**src/rtl/kdi_pkg.sv**
```systemverilog
// Shared widths, digest command encodings and the request configuration
// used by the OTP scrambling-key derivation unit
`default_nettype none

package kdi_pkg;

  ////////////////////////////////////////////////////////////////////////////
  // Widths

  // One digest block and one EDN word
  parameter int BlockWidth = 64;
  // Key is two digest results
  parameter int KeyWidth   = 2 * BlockWidth;
  // Nonce register holds two EDN words
  parameter int NonceWidth = 2 * BlockWidth;
  // 0 flash data key, 1 flash address key, 2 OTBN key
  parameter int NumReq     = 3;

  ////////////////////////////////////////////////////////////////////////////
  // Digest datapath encodings

  typedef enum logic [1:0] {
    LoadShadow     = 2'd0,
    DigestInit     = 2'd1,
    Digest         = 2'd2,
    DigestFinalize = 2'd3
  } scrmbl_cmd_e;

  // Constant set used by the digest, OTBN shares the SRAM set
  typedef enum logic [1:0] {
    FlashDataKey = 2'd0,
    FlashAddrKey = 2'd1,
    SramDataKey  = 2'd2
  } digest_sel_e;

  // Everything the FSM needs to know about the granted request
  typedef struct packed {
    logic                       ingest_entropy;
    digest_sel_e                digest_sel;
    logic                       nonce_last;
    logic                       seed_valid;
    logic [3:0][BlockWidth-1:0] seed;
  } req_cfg_t;

endpackage : kdi_pkg

`default_nettype wire
```
**src/rtl/kdi_ctrl_if.sv**
```systemverilog
// Control bundle from the sequencing FSM to the key and nonce registers.
// The FSM drives all fields, the register block only reads them
`timescale 1ns/100ps
`default_nettype none

interface kdi_ctrl_if ();

  // Register write strobes
  logic       key_we;
  logic       nonce_we;
  logic       seed_valid_we;
  // High while entropy words are sent to the digest
  logic       entropy_sel;
  // Seed block index, bit 1 is the key half
  logic [1:0] seed_idx;
  // EDN word index
  logic [1:0] entropy_idx;

  modport fsm (
    output key_we, nonce_we, seed_valid_we, entropy_sel, seed_idx, entropy_idx
  );

  modport regs (
    input key_we, nonce_we, seed_valid_we, entropy_sel, seed_idx, entropy_idx
  );

endinterface : kdi_ctrl_if

`default_nettype wire

```
**src/rtl/otp_kdi_top.sv**
```systemverilog
// Top level of the OTP scrambling-key derivation unit. Connects the
// request arbiter, the sequencing FSM and the output registers
`timescale 1ns/100ps
`default_nettype none

module otp_kdi_top import kdi_pkg::*; #(
  parameter logic [KeyWidth-1:0]   KeyInit   = 128'h3a5f_c6e1_0b94_d278_6f13_a8c0_5e2d_b947,
  parameter logic [NonceWidth-1:0] NonceInit = 128'h9c27_e4b1_5d80_3f6a_c1e8_2b7d_0a46_f593
) (
  input  logic                    clk_i,
  input  logic                    rst_ni,
  input  logic                    kdi_en_i,
  // Requesters
  input  logic [NumReq-1:0]       key_req_i,
  output logic [NumReq-1:0]       key_ack_o,
  // Seeds from OTP
  input  logic [4*BlockWidth-1:0] flash_data_seed_i,
  input  logic [4*BlockWidth-1:0] flash_addr_seed_i,
  input  logic [2*BlockWidth-1:0] otbn_seed_i,
  input  logic                    seed_valid_i,
  // EDN
  output logic                    edn_req_o,
  input  logic                    edn_ack_i,
  input  logic [BlockWidth-1:0]   edn_data_i,
  // Digest datapath
  output scrmbl_cmd_e             scrmbl_cmd_o,
  output digest_sel_e             scrmbl_sel_o,
  output logic [BlockWidth-1:0]   scrmbl_data_o,
  output logic                    scrmbl_valid_o,
  input  logic                    scrmbl_ready_i,
  input  logic                    scrmbl_valid_i,
  input  logic [BlockWidth-1:0]   scrmbl_data_i,
  // Derived key material
  output logic [KeyWidth-1:0]     key_o,
  output logic [NonceWidth-1:0]   nonce_o,
  output logic                    seed_valid_o
);

  logic     req_valid, req_done;
  req_cfg_t req_cfg;

  kdi_ctrl_if ctrl_if ();

  ////////////////////////////////////////////////////////////////////////////
  // Decode, execute and result stages

  kdi_req_decode u_req_decode (
    .clk_i, .rst_ni, .key_req_i,
    .flash_data_seed_i, .flash_addr_seed_i, .otbn_seed_i, .seed_valid_i,
    .key_ack_o,
    .req_done_i  (req_done),
    .req_valid_o (req_valid),
    .req_cfg_o   (req_cfg)
  );

  kdi_fsm u_fsm (
    .clk_i, .rst_ni, .kdi_en_i,
    .req_valid_i (req_valid),
    .req_cfg_i   (req_cfg),
    .req_done_o  (req_done),
    .edn_req_o, .edn_ack_i,
    .scrmbl_cmd_o, .scrmbl_sel_o, .scrmbl_valid_o, .scrmbl_ready_i, .scrmbl_valid_i,
    .ctrl        (ctrl_if.fsm)
  );

  kdi_key_regs #(
    .KeyInit   (KeyInit),
    .NonceInit (NonceInit)
  ) u_key_regs (
    .clk_i, .rst_ni,
    .ctrl      (ctrl_if.regs),
    .req_cfg_i (req_cfg),
    .scrmbl_data_i, .edn_data_i, .scrmbl_data_o,
    .key_o, .nonce_o, .seed_valid_o
  );

endmodule : otp_kdi_top

`default_nettype wire

```
**src/rtl/kdi_key_regs.sv**
```systemverilog
// Key, nonce and seed-valid output registers of the derivation unit, and
// the mux that picks the block sent to the digest datapath
`timescale 1ns/100ps
`default_nettype none

module kdi_key_regs import kdi_pkg::*; #(
  parameter logic [KeyWidth-1:0]   KeyInit   = '0,
  parameter logic [NonceWidth-1:0] NonceInit = '0
) (
  input  logic                  clk_i,
  input  logic                  rst_ni,
  kdi_ctrl_if.regs              ctrl,
  input  req_cfg_t              req_cfg_i,
  input  logic [BlockWidth-1:0] scrmbl_data_i,
  input  logic [BlockWidth-1:0] edn_data_i,
  output logic [BlockWidth-1:0] scrmbl_data_o,
  output logic [KeyWidth-1:0]   key_o,
  output logic [NonceWidth-1:0] nonce_o,
  output logic                  seed_valid_o
);

  logic [KeyWidth/BlockWidth-1:0][BlockWidth-1:0]   key_q;
  logic [NonceWidth/BlockWidth-1:0][BlockWidth-1:0] nonce_q;
  logic                                             seed_valid_q;

  always_ff @(posedge clk_i or negedge rst_ni) begin : p_out_regs
    if (!rst_ni) begin
      key_q        <= KeyInit;
      nonce_q      <= NonceInit;
      seed_valid_q <= 1'b0;
    end else begin
      // Half 0 from seed blocks 0-1, half 1 from blocks 2-3
      if (ctrl.key_we) key_q[ctrl.seed_idx[1]] <= scrmbl_data_i;
      if (ctrl.nonce_we) nonce_q[ctrl.entropy_idx[0]] <= edn_data_i;
      if (ctrl.seed_valid_we) seed_valid_q <= req_cfg_i.seed_valid;
    end
  end

  // Entropy words come back out of the nonce register
  // An invalid seed goes to the digest as zeros
  assign scrmbl_data_o = ctrl.entropy_sel    ? nonce_q[ctrl.entropy_idx[0]] :
                         req_cfg_i.seed_valid ? req_cfg_i.seed[ctrl.seed_idx] : '0;

  assign key_o        = key_q;
  assign nonce_o      = nonce_q;
  assign seed_valid_o = seed_valid_q;

endmodule : kdi_key_regs

`default_nettype wire

```
**src/rtl/kdi_fsm.sv**
```systemverilog
// Sequencing FSM of the key derivation, runs the digest twice per request
// and fetches entropy and nonce words from EDN
`timescale 1ns/100ps
`default_nettype none

module kdi_fsm import kdi_pkg::*; (
  input  logic        clk_i,
  input  logic        rst_ni,
  input  logic        kdi_en_i,
  input  logic        req_valid_i,
  input  req_cfg_t    req_cfg_i,
  output logic        req_done_o,
  output logic        edn_req_o,
  input  logic        edn_ack_i,
  output scrmbl_cmd_e scrmbl_cmd_o,
  output digest_sel_e scrmbl_sel_o,
  output logic        scrmbl_valid_o,
  input  logic        scrmbl_ready_i,
  input  logic        scrmbl_valid_i,
  kdi_ctrl_if.fsm     ctrl
);

  typedef enum logic [3:0] {
    ResetSt, IdleSt, ClrSt, LoadSt, FetchEntropySt,
    DigEntropySt, FinSt, WaitSt, FetchNonceSt, FinishSt
  } state_e;

  state_e     state_d, state_q;
  logic       seed_cnt_clr, seed_cnt_en, entropy_cnt_clr, entropy_cnt_en;
  logic [1:0] seed_cnt_q, entropy_cnt_q;
  logic       edn_req_d, edn_req_q, edn_got;

  // Only an ack to a pending request counts
  assign edn_got   = edn_req_q & edn_ack_i;
  assign edn_req_o = edn_req_q;

  assign ctrl.seed_idx    = seed_cnt_q;
  assign ctrl.entropy_idx = entropy_cnt_q;
  assign scrmbl_sel_o     = req_cfg_i.digest_sel;

  always_comb begin : p_fsm
    state_d          = state_q;
    seed_cnt_clr     = 1'b0;
    seed_cnt_en      = 1'b0;
    entropy_cnt_clr  = 1'b0;
    entropy_cnt_en   = 1'b0;
    // Request level holds until its ack
    edn_req_d        = edn_req_q & ~edn_ack_i;
    ctrl.key_we        = 1'b0;
    ctrl.nonce_we      = 1'b0;
    ctrl.seed_valid_we = 1'b0;
    ctrl.entropy_sel   = 1'b0;
    scrmbl_cmd_o     = LoadShadow;
    scrmbl_valid_o   = 1'b0;
    req_done_o       = 1'b0;

    unique case (state_q)
      ResetSt: begin
        if (kdi_en_i) state_d = IdleSt;
      end
      IdleSt: begin
        if (req_valid_i) begin
          state_d         = ClrSt;
          seed_cnt_clr    = 1'b1;
          entropy_cnt_clr = 1'b1;
        end
      end
      // Back to the initial digest state for each half
      ClrSt: begin
        scrmbl_valid_o = 1'b1;
        scrmbl_cmd_o   = DigestInit;
        if (scrmbl_ready_i) state_d = LoadSt;
      end
      // Odd seed block triggers the digest round
      LoadSt: begin
        scrmbl_valid_o = 1'b1;
        if (seed_cnt_q[0]) begin
          scrmbl_cmd_o = Digest;
          if (scrmbl_ready_i) begin
            state_d = req_cfg_i.ingest_entropy ? FetchEntropySt : FinSt;
          end
        end else if (scrmbl_ready_i) begin
          seed_cnt_en = 1'b1;
        end
      end
      // Two EDN words, parked in the nonce register
      FetchEntropySt: begin
        edn_req_d = ~edn_got;
        if (edn_got) begin
          ctrl.nonce_we = 1'b1;
          if (entropy_cnt_q == 2'd1) begin
            state_d         = DigEntropySt;
            entropy_cnt_clr = 1'b1;
          end else begin
            entropy_cnt_en = 1'b1;
          end
        end
      end
      DigEntropySt: begin
        scrmbl_valid_o   = 1'b1;
        ctrl.entropy_sel = 1'b1;
        if (entropy_cnt_q[0]) begin
          scrmbl_cmd_o = Digest;
          if (scrmbl_ready_i) begin
            state_d         = FinSt;
            entropy_cnt_clr = 1'b1;
          end
        end else if (scrmbl_ready_i) begin
          entropy_cnt_en = 1'b1;
        end
      end
      FinSt: begin
        scrmbl_valid_o = 1'b1;
        scrmbl_cmd_o   = DigestFinalize;
        if (scrmbl_ready_i) state_d = WaitSt;
      end
      // Result lands in the half given by seed_cnt[1]
      WaitSt: begin
        if (scrmbl_valid_i) begin
          ctrl.key_we = 1'b1;
          if (seed_cnt_q == 2'd1) begin
            seed_cnt_en = 1'b1;
            state_d     = ClrSt;
          end else begin
            seed_cnt_clr       = 1'b1;
            ctrl.seed_valid_we = 1'b1;
            state_d            = FetchNonceSt;
          end
        end
      end
      // Words 0 up to nonce_last are refreshed
      FetchNonceSt: begin
        edn_req_d = ~edn_got;
        if (edn_got) begin
          ctrl.nonce_we = 1'b1;
          if (entropy_cnt_q == 2'(req_cfg_i.nonce_last)) begin
            state_d         = FinishSt;
            entropy_cnt_clr = 1'b1;
          end else begin
            entropy_cnt_en = 1'b1;
          end
        end
      end
      FinishSt: begin
        req_done_o = 1'b1;
        state_d    = IdleSt;
      end
      default: state_d = ResetSt;
    endcase
  end

  always_ff @(posedge clk_i or negedge rst_ni) begin : p_regs
    if (!rst_ni) begin
      state_q       <= ResetSt;
      edn_req_q     <= 1'b0;
      seed_cnt_q    <= '0;
      entropy_cnt_q <= '0;
    end else begin
      state_q   <= state_d;
      edn_req_q <= edn_req_d;
      if (seed_cnt_clr) seed_cnt_q <= '0;
      else if (seed_cnt_en) seed_cnt_q <= seed_cnt_q + 2'd1;
      if (entropy_cnt_clr) entropy_cnt_q <= '0;
      else if (entropy_cnt_en) entropy_cnt_q <= entropy_cnt_q + 2'd1;
    end
  end

endmodule : kdi_fsm

`default_nettype wire

```
**src/rtl/kdi_req_decode.sv**
```systemverilog
// Round-robin arbitration of the three key requests, and mapping of the
// winner onto its configuration. The winner stays locked until done
`timescale 1ns/100ps
`default_nettype none

module kdi_req_decode import kdi_pkg::*; (
  input  logic                    clk_i,
  input  logic                    rst_ni,
  input  logic [NumReq-1:0]       key_req_i,
  input  logic [4*BlockWidth-1:0] flash_data_seed_i,
  input  logic [4*BlockWidth-1:0] flash_addr_seed_i,
  input  logic [2*BlockWidth-1:0] otbn_seed_i,
  input  logic                    seed_valid_i,
  output logic [NumReq-1:0]       key_ack_o,
  input  logic                    req_done_i,
  output logic                    req_valid_o,
  output req_cfg_t                req_cfg_o
);

  localparam int IdxW = $clog2(NumReq);

  logic            busy_q;
  logic [IdxW-1:0] ptr_q, winner_q, pick, ptr_next;
  logic            found;
  req_cfg_t        cfg [NumReq];

  ////////////////////////////////////////////////////////////////////////////
  // Per-requester configuration

  // Flash data key, two nonce words
  assign cfg[0] = '{ingest_entropy: 1'b0, digest_sel: FlashDataKey,
                    nonce_last: 1'b1, seed_valid: seed_valid_i,
                    seed: flash_data_seed_i};
  // Flash address key, single nonce word
  assign cfg[1] = '{ingest_entropy: 1'b0, digest_sel: FlashAddrKey,
                    nonce_last: 1'b0, seed_valid: seed_valid_i,
                    seed: flash_addr_seed_i};
  // OTBN mixes in entropy, the 128 bit seed feeds both halves
  assign cfg[2] = '{ingest_entropy: 1'b1, digest_sel: SramDataKey,
                    nonce_last: 1'b1, seed_valid: seed_valid_i,
                    seed: {otbn_seed_i, otbn_seed_i}};

  ////////////////////////////////////////////////////////////////////////////
  // Arbitration

  // First active request at or after the pointer
  always_comb begin : p_arb
    int cand;
    found = 1'b0;
    pick  = '0;
    for (int i = 0; i < NumReq; i++) begin
      cand = (int'(ptr_q) + i) % NumReq;
      if (!found && key_req_i[cand]) begin
        found = 1'b1;
        pick  = IdxW'(cand);
      end
    end
  end

  // Pointer moves just past the served requester
  assign ptr_next = (winner_q == IdxW'(NumReq - 1)) ? '0 : winner_q + 1'b1;

  always_ff @(posedge clk_i or negedge rst_ni) begin : p_lock
    if (!rst_ni) begin
      busy_q   <= 1'b0;
      ptr_q    <= '0;
      winner_q <= '0;
    end else if (req_done_i) begin
      busy_q <= 1'b0;
      ptr_q  <= ptr_next;
    end else if (!busy_q && found) begin
      busy_q   <= 1'b1;
      winner_q <= pick;
    end
  end

  assign req_valid_o = busy_q;
  assign req_cfg_o   = cfg[winner_q];

  // Ack goes out together with the done strobe
  always_comb begin : p_ack
    key_ack_o = '0;
    if (req_done_i) begin
      key_ack_o[winner_q] = 1'b1;
    end
  end

endmodule : kdi_req_decode

`default_nettype wire

```
**config.mk**
```make
export PLATFORM = sky130hd
export DESIGN_NAME = otp_kdi_top
export DESIGN_NICKNAME = d
export VERILOG_FILES = /design/src/rtl/kdi_pkg.sv /design/src/rtl/kdi_ctrl_if.sv /design/src/rtl/otp_kdi_top.sv /design/src/rtl/kdi_key_regs.sv /design/src/rtl/kdi_fsm.sv /design/src/rtl/kdi_req_decode.sv
export SDC_FILE = /design/constraint.sdc
export NUM_CORES = 1
export LEC_CHECK = 0
export BUFFER_PORTS_ARGS = -buffer_cell sky130_fd_sc_hd__buf_2
export CAP_MARGIN = 20
export CORE_AREA = 2 2 436 438
export DETAILED_ROUTE_END_ITERATION = 12
export DIE_AREA = 0 0 438 440
export GPL_TIMING_DRIVEN = 1
export PLACE_DENSITY = 0.32
export SLEW_MARGIN = 20
export SYNTH_ARGS = -nofsm -noshare
export SYNTH_HDL_FRONTEND = slang
export SYNTH_SLANG_ARGS = --single-unit
```
**constraint.sdc**
```tcl
create_clock -name clk_i -period 5.4 [get_ports clk_i]
set_input_delay 0.81 -clock clk_i [delete_from_list [all_inputs] [get_ports clk_i]]
set_output_delay 0.81 -clock clk_i [all_outputs]
set_load 0.01 [all_outputs]
```
==> results.cfg, run 1 <==
[detailed_routing]
drt_wl_total_um = 130000
antenna_left = 0
via_per_inst = 3.47
vias = 16700
first_pass_iters = 5
drtIter0Drc = 1043
wl_per_cell_um = 27.0
drt_drc_violations_left = 0

[grt]
gr-usage-all-layers_pct = 12.8
grt_max_degree = 91
grt_pass1_wl_um = 166000
antenna_found_initial = 70
grt_overflow_total = 0
grt_pass1_vias = 17000

[setup_path]
end_kind = output pin
crit_fanout = 31
critPathKind = flop to output pin
worstSetupStartpointType = flop
crit_start = u_req_decode.winner_q[0]
crit_required_ps = 4590
timing.rr.start = u_fsm.state_q[0]
cp.arrival_ps = 4080

[cells_and_area]
area_delta_synth_final_pct = 59.8
fillers = 21400
layout-drive-gt1-share_pct = 76.3
nNetsFinal = 3026
fin_area_um2 = 26900

[placed_design]
portBuffers = 1107
dpl-instance-area_um2 = 25400
place_ws_ps = 1010
gp_congestion = 0.855
dp_hpwl_um = 109000

[timing]
report.final.slew_viol_count = 0
fin_crit_sh_pct = 90.6
fmax_ghz = 0.204
slew-limit-headroom_pct = 23.5
grt_setup_unrepaired = no
hold_violations = 0
worst_pin_slew_ps = 1150
finClkSkew_ps = 22.2
fin_crit_ps = 4890
setup_ws_ps = 507
setup_viol = 0
setup_tns_ps = 0

[min_path]
holdCritPathClass = primary input to asynchronous set/reset pin

[logic_synthesis]
avgSynthCellArea_um2 = 14.4
synthArstFlopShare_pct = 100
ys_types = 57
yosysTopAreaCell = dfrtp_1
ys_seq_area_share_pct = 41.3
ys_ff_latch = 271
ys.warnings.count = 0
syn_inst = 1167
ys.flop_type = dfrtp_1
synth.net_count = 1951
synthesis.area_um2 = 16800
netlist_top_cells_count = mux2_2, dfrtp_1, a221oi_1, dfstp_2, mux4_2
yosysMostFrequentCell = mux2_2
synth_edf_count = 0
yosys-top-cells-area = dfrtp_1, dfstp_2, mux4_2
synth_top_area_share_pct = 21.3

[power_and_ir_drop]
irDropWorstVdd_uv = 247
p_leak_nw = 11.9
p_per_area_nw_per_um2 = 538

[clocking]
clockBufferDepth = 3
cts_tree = built
root_buffer = clkbuf_16
clock_latency_ps = 650
clk_pin_slew_worst_paths_ps = 60
post_cts_buffers = 0
htree_levels = 2
cts_sinks = 271
post_cts_resized = 0
holdBufCountCts = 0
cts_buffers = 42

[die]
start_util_pct = 8.91
row_count = 160
io_pins = 1108
core_um2 = 189000
die_area_um2 = 193000
die-height_um = 440
chipWidth_um = 438

[status]
outcome = finished clean

[run]
maxCapViolations = 0
[worst paths after layout]
path | cells past startpoint | slack (ps) | to
max in group asynchronous | 2 | 4100 | u_key_regs.nonce_o[110]
setup reg to reg | 5 | 2580 | u_key_regs.nonce_o[121]
hold reg to reg | 1 | 480 | u_key_regs.key_o[36]
setup / recovery | 5 | 510 | scrmbl_data_o[34]
min in group clk_i | 2 | 400 | u_key_regs.key_o[37]
hold / removal | 1 | 210 | u_key_regs.key_o[33]
[layout make-up]
| type | count | area (um^2) | area share [%] |
|---|---|---|---|
| antenna | 22 | 55.1 | 0.205 |
| clock buffer | 62 | 1200 | 4.45 |
| clock inverter | 15 | 249 | 0.927 |
| inverter | 11 | 53.8 | 0.200 |
| multi-input combinational | 760 | 9190 | 34.2 |
| sequential | 271 | 6960 | 25.9 |
| tap | 2511 | 3140 | 11.7 |
| timing repair buffer | 1156 | 6010 | 22.4 |
[cell families (layout without fill, tap and decap cells)]
logic type / count (synthesis) / count (layout) / synth area share, %
mux: 455 / 455 / 39.9
flops: 271 / 271 / 41.3
compound gates: 231 / 231 / 11.6
buf+inv: 136 / 1244 / 4.39
simple gates: 66 / 66 / 2.30
fa+ha+maj: 6 / 6 / 0.447
xor+xnor: 2 / 2 / 0.104
other cells: 0 / 22 / 0
[through the flow]
step | hold slack (ps) | power (mW) | std cells | utilization, %
global placement | 468 | 11.7 | 4708 | 13.4
CTS | 179 | 14.9 | 4786 | 14.2
finish | 212 | 14.4 | 4808 | 14.2
floorplan | 499 | 7.69 | 1167 | -
detailed placement | 470 | 11.8 | 4709 | 13.4
global route | 223 | 15.4 | 4791 | 14.2
[where the power goes]
part	leakage, nW	internal, mW	switching [mW]	total [mW]
Sequential	3.17	3.12	0.765	3.89
Combinational	7.98	3.18	4.41	7.59
Clock	0.700	1.78	1.17	2.96
[per-layer routing]
| metal | vias to the layer above | wire length [um] | GRT usage (%) |
|---|---|---|---|
| met3 | 164 | 12900 | 5.02 |
| met5 | - | 310 | 0 |
| li1 | 7026 | - | - |
| met1 | 8686 | 50700 | 15.3 |
| met2 | 778 | 62900 | 21.3 |
| met4 | 50 | 3170 | 3.35 |
[cells in the final DEF, fill, tap and decap left out, types with 9 or more instances in the layout]
| cell | synthesis | final |
|---|---|---|
| mux2_1 | 19 | 19 |
| mux4_2 | 128 | 128 |
| buf_2 | 47 | 1106 |
| clkbuf_16 | 0 | 42 |
| dfrtp_1 | 143 | 139 |
| buf_4 | 19 | 42 |
| nand2_1 | 12 | 9 |
| mux2_2 | 178 | 178 |
| a221oi_1 | 128 | 128 |
| dfstp_2 | 128 | 128 |
| o21ai_0 | 9 | 9 |
| mux2_4 | 60 | 60 |
| nor2_1 | 12 | 12 |
| o32ai_1 | 65 | 60 |
| diode_2 | 0 | 22 |
| clkbuf_1 | 44 | 13 |
| mux2i_1 | 70 | 70 |
[flip-flops by register name (all words and copies together), names as in the netlist, 2 cells and up]
signal	cells
u_key_regs.key_o	128
u_fsm.ctrl.seed_idx	2
u_key_regs.nonce_o	128
u_req_decode.ptr_q	2
u_fsm.state_q	4
u_req_decode.winner_q	2
u_fsm.ctrl.entropy_idx	2
[worst max-delay path, cell delays in order, from the launching register on]
cell and delay, ps:
dfrtp_4 920, buf_4 340, mux4_2 670, a221oi_1 990
o32ai_1 280, buf_2 230
No activity file was read; power rests on OpenSTA's default activity.
==> run 2: changes to the inputs <==
==> constraint.sdc (replaced) <==
create_clock -name clk_i -period 5.75 [get_ports clk_i]
set_input_delay 0.8625 -clock clk_i [delete_from_list [all_inputs] [get_ports clk_i]]
set_output_delay 0.8625 -clock clk_i [all_outputs]
set_load 0.01 [all_outputs]
==> run 2 against run 1 <==
  * Die area is the same
  * Via count grew 0.55%
  * Register-to-register slack gained 440 ps
  * Cell area shrank 0.60%
  * Sequential power shrank 7.7%
  * Routed wire length grew 0.26%
  * First-iteration DRC count shrank 6.0%
  * Global-route usage is essentially flat
  * Critical endpoint is now scrmbl_data_o[29]
==> results.cfg, run 2 (same netlist as run 1, synthesis figures left out) <==
[die]
die-height_um = 440
start_util_pct = 8.91
row_count = 160
core_um2 = 189000
io_pins = 1108
chipWidth_um = 438
die_area_um2 = 193000

[setup_path]
crit_required_ps = 4890
critPathKind = flop to output pin
crit_fanout = 22
ff2ff_path_depth = 5
reg2reg_slack_ps = 3020
worstSetupStartpointType = flop
timing.rr.start = u_fsm.state_q[2]
end_kind = output pin
cp.arrival_ps = 3850
r2r-end = u_key_regs.key_o[33]

[timing]
worst_pin_slew_ps = 1070
fin_crit_sh_pct = 82.0
hold_violations = 0
grt_setup_unrepaired = no
setup_tns_ps = 0
setup_viol = 0
report.final.slew_viol_count = 0
fmax_ghz = 0.212
finClkSkew_ps = 41.9
slew-limit-headroom_pct = 28.6
fin_crit_ps = 4710

[detailed_routing]
drtIter0Drc = 980
drt_drc_violations_left = 0
antenna_left = 0
via_per_inst = 3.50
drt_wl_total_um = 130000
wl_per_cell_um = 27.2
vias = 16800
first_pass_iters = 5

[cells_and_area]
layout-drive-gt1-share_pct = 76.1
fin_util_pct = 14.2
final_cell_mix = buf_2, mux2_2, dfrtp_1
nNetsFinal = 3006
area_delta_synth_final_pct = 58.8
fin_area_um2 = 26700
final_common_cell = buf_2

[run]
maxCapViolations = 0

[grt]
grt_overflow_total = 0
antenna_found_initial = 81
grt_max_degree = 127
grt_pass1_wl_um = 167000
gr-usage-all-layers_pct = 12.8
grt_pass1_vias = 17100

[placed_design]
dp_hpwl_um = 109000
gp_congestion = 0.870
portBuffers = 1107
dpl-instance-area_um2 = 25200

[clocking]
holdBufCountCts = 0
cts_buffers = 40
clock_latency_ps = 660
post_cts_resized = 0
root_buffer = clkbuf_16
htree_levels = 2
post_cts_buffers = 0
cts_sinks = 271
cts_tree = built
clockBufferDepth = 3
clk_pin_slew_worst_paths_ps = 60

[power_and_ir_drop]
power_mw = 13.4
p_per_area_nw_per_um2 = 503
irDropWorstVdd_uv = 232
p_leak_nw = 11.7

[status]
outcome = finished clean

[min_path]
holdCritPathClass = primary input to asynchronous set/reset pin
run 2: cell types whose count changed in the layout (fill, tap and decap cells not counted), sizes merged:
cell / delta
clkinvlp: -1
buf: -18
diode: +11
clkinv: +5
clkbuf: -8
run 2: area by class of cell:
cell class,count,area (um^2)
flip-flops and latches,271,6960
inverters,11,53.8
diodes,33,82.6
fillers,21400,162000
well taps,2511,3140
multi-input cells,760,9160
clock inverters,19,285
repair buffers,1138,5880
clock buffers,54,1120
run 2: critical path, stage by stage (launching register included):
cell and delay (ps):
dfrtp_1 690, nor2b_1 200, nand2_4 370, nand2_4 370, buf_4 360, o32ai_1 880
buf_2 280
run 2: stage by stage:
| step | hold slack, ps | std cells | setup WS [ps] |
|---|---|---|---|
| 3_3_place_gp | 466 | 4691 | 1430 |
| 2_1_floorplan | 499 | 1167 | 3050 |
| 3_5_place_dp | 473 | 4691 | 1410 |
| 5_1_grt | 143 | 4773 | 876 |
| 6_report | 168 | 4797 | 1040 |
| 4_1_cts | 117 | 4764 | 838 |
run 2: worst max path at each step:
stage / start / end / depth (start not counted)
final: u_fsm.state_q[1] / scrmbl_data_o[29] / 6
after global routing: u_fsm.state_q[1] / scrmbl_data_o[29] / 6
after CTS: u_fsm.state_q[3] / scrmbl_data_o[29] / 6
after detailed placement: seed_valid_i / scrmbl_data_o[29] / 6
after global placement: seed_valid_i / scrmbl_data_o[29] / 6
after floorplan: seed_valid_i / scrmbl_data_o[21] / 4
run 2: per-layer routing:
metal	GRT usage (%)	vias up	share of wire [%]
met2	21.3	836	48
met5	0	-	0.21
met3	4.70	185	8.9
met4	3.54	46	2.7
met1	15.5	8714	40
li1	-	7015	-
run 2: where the power goes:
group	leakage [nW]	total, mW	internal (mW)	switching [mW]
Clock	0.691	2.74	1.61	1.13
Combinational	7.89	7.10	2.92	4.17
Sequential	3.17	3.59	2.93	0.658
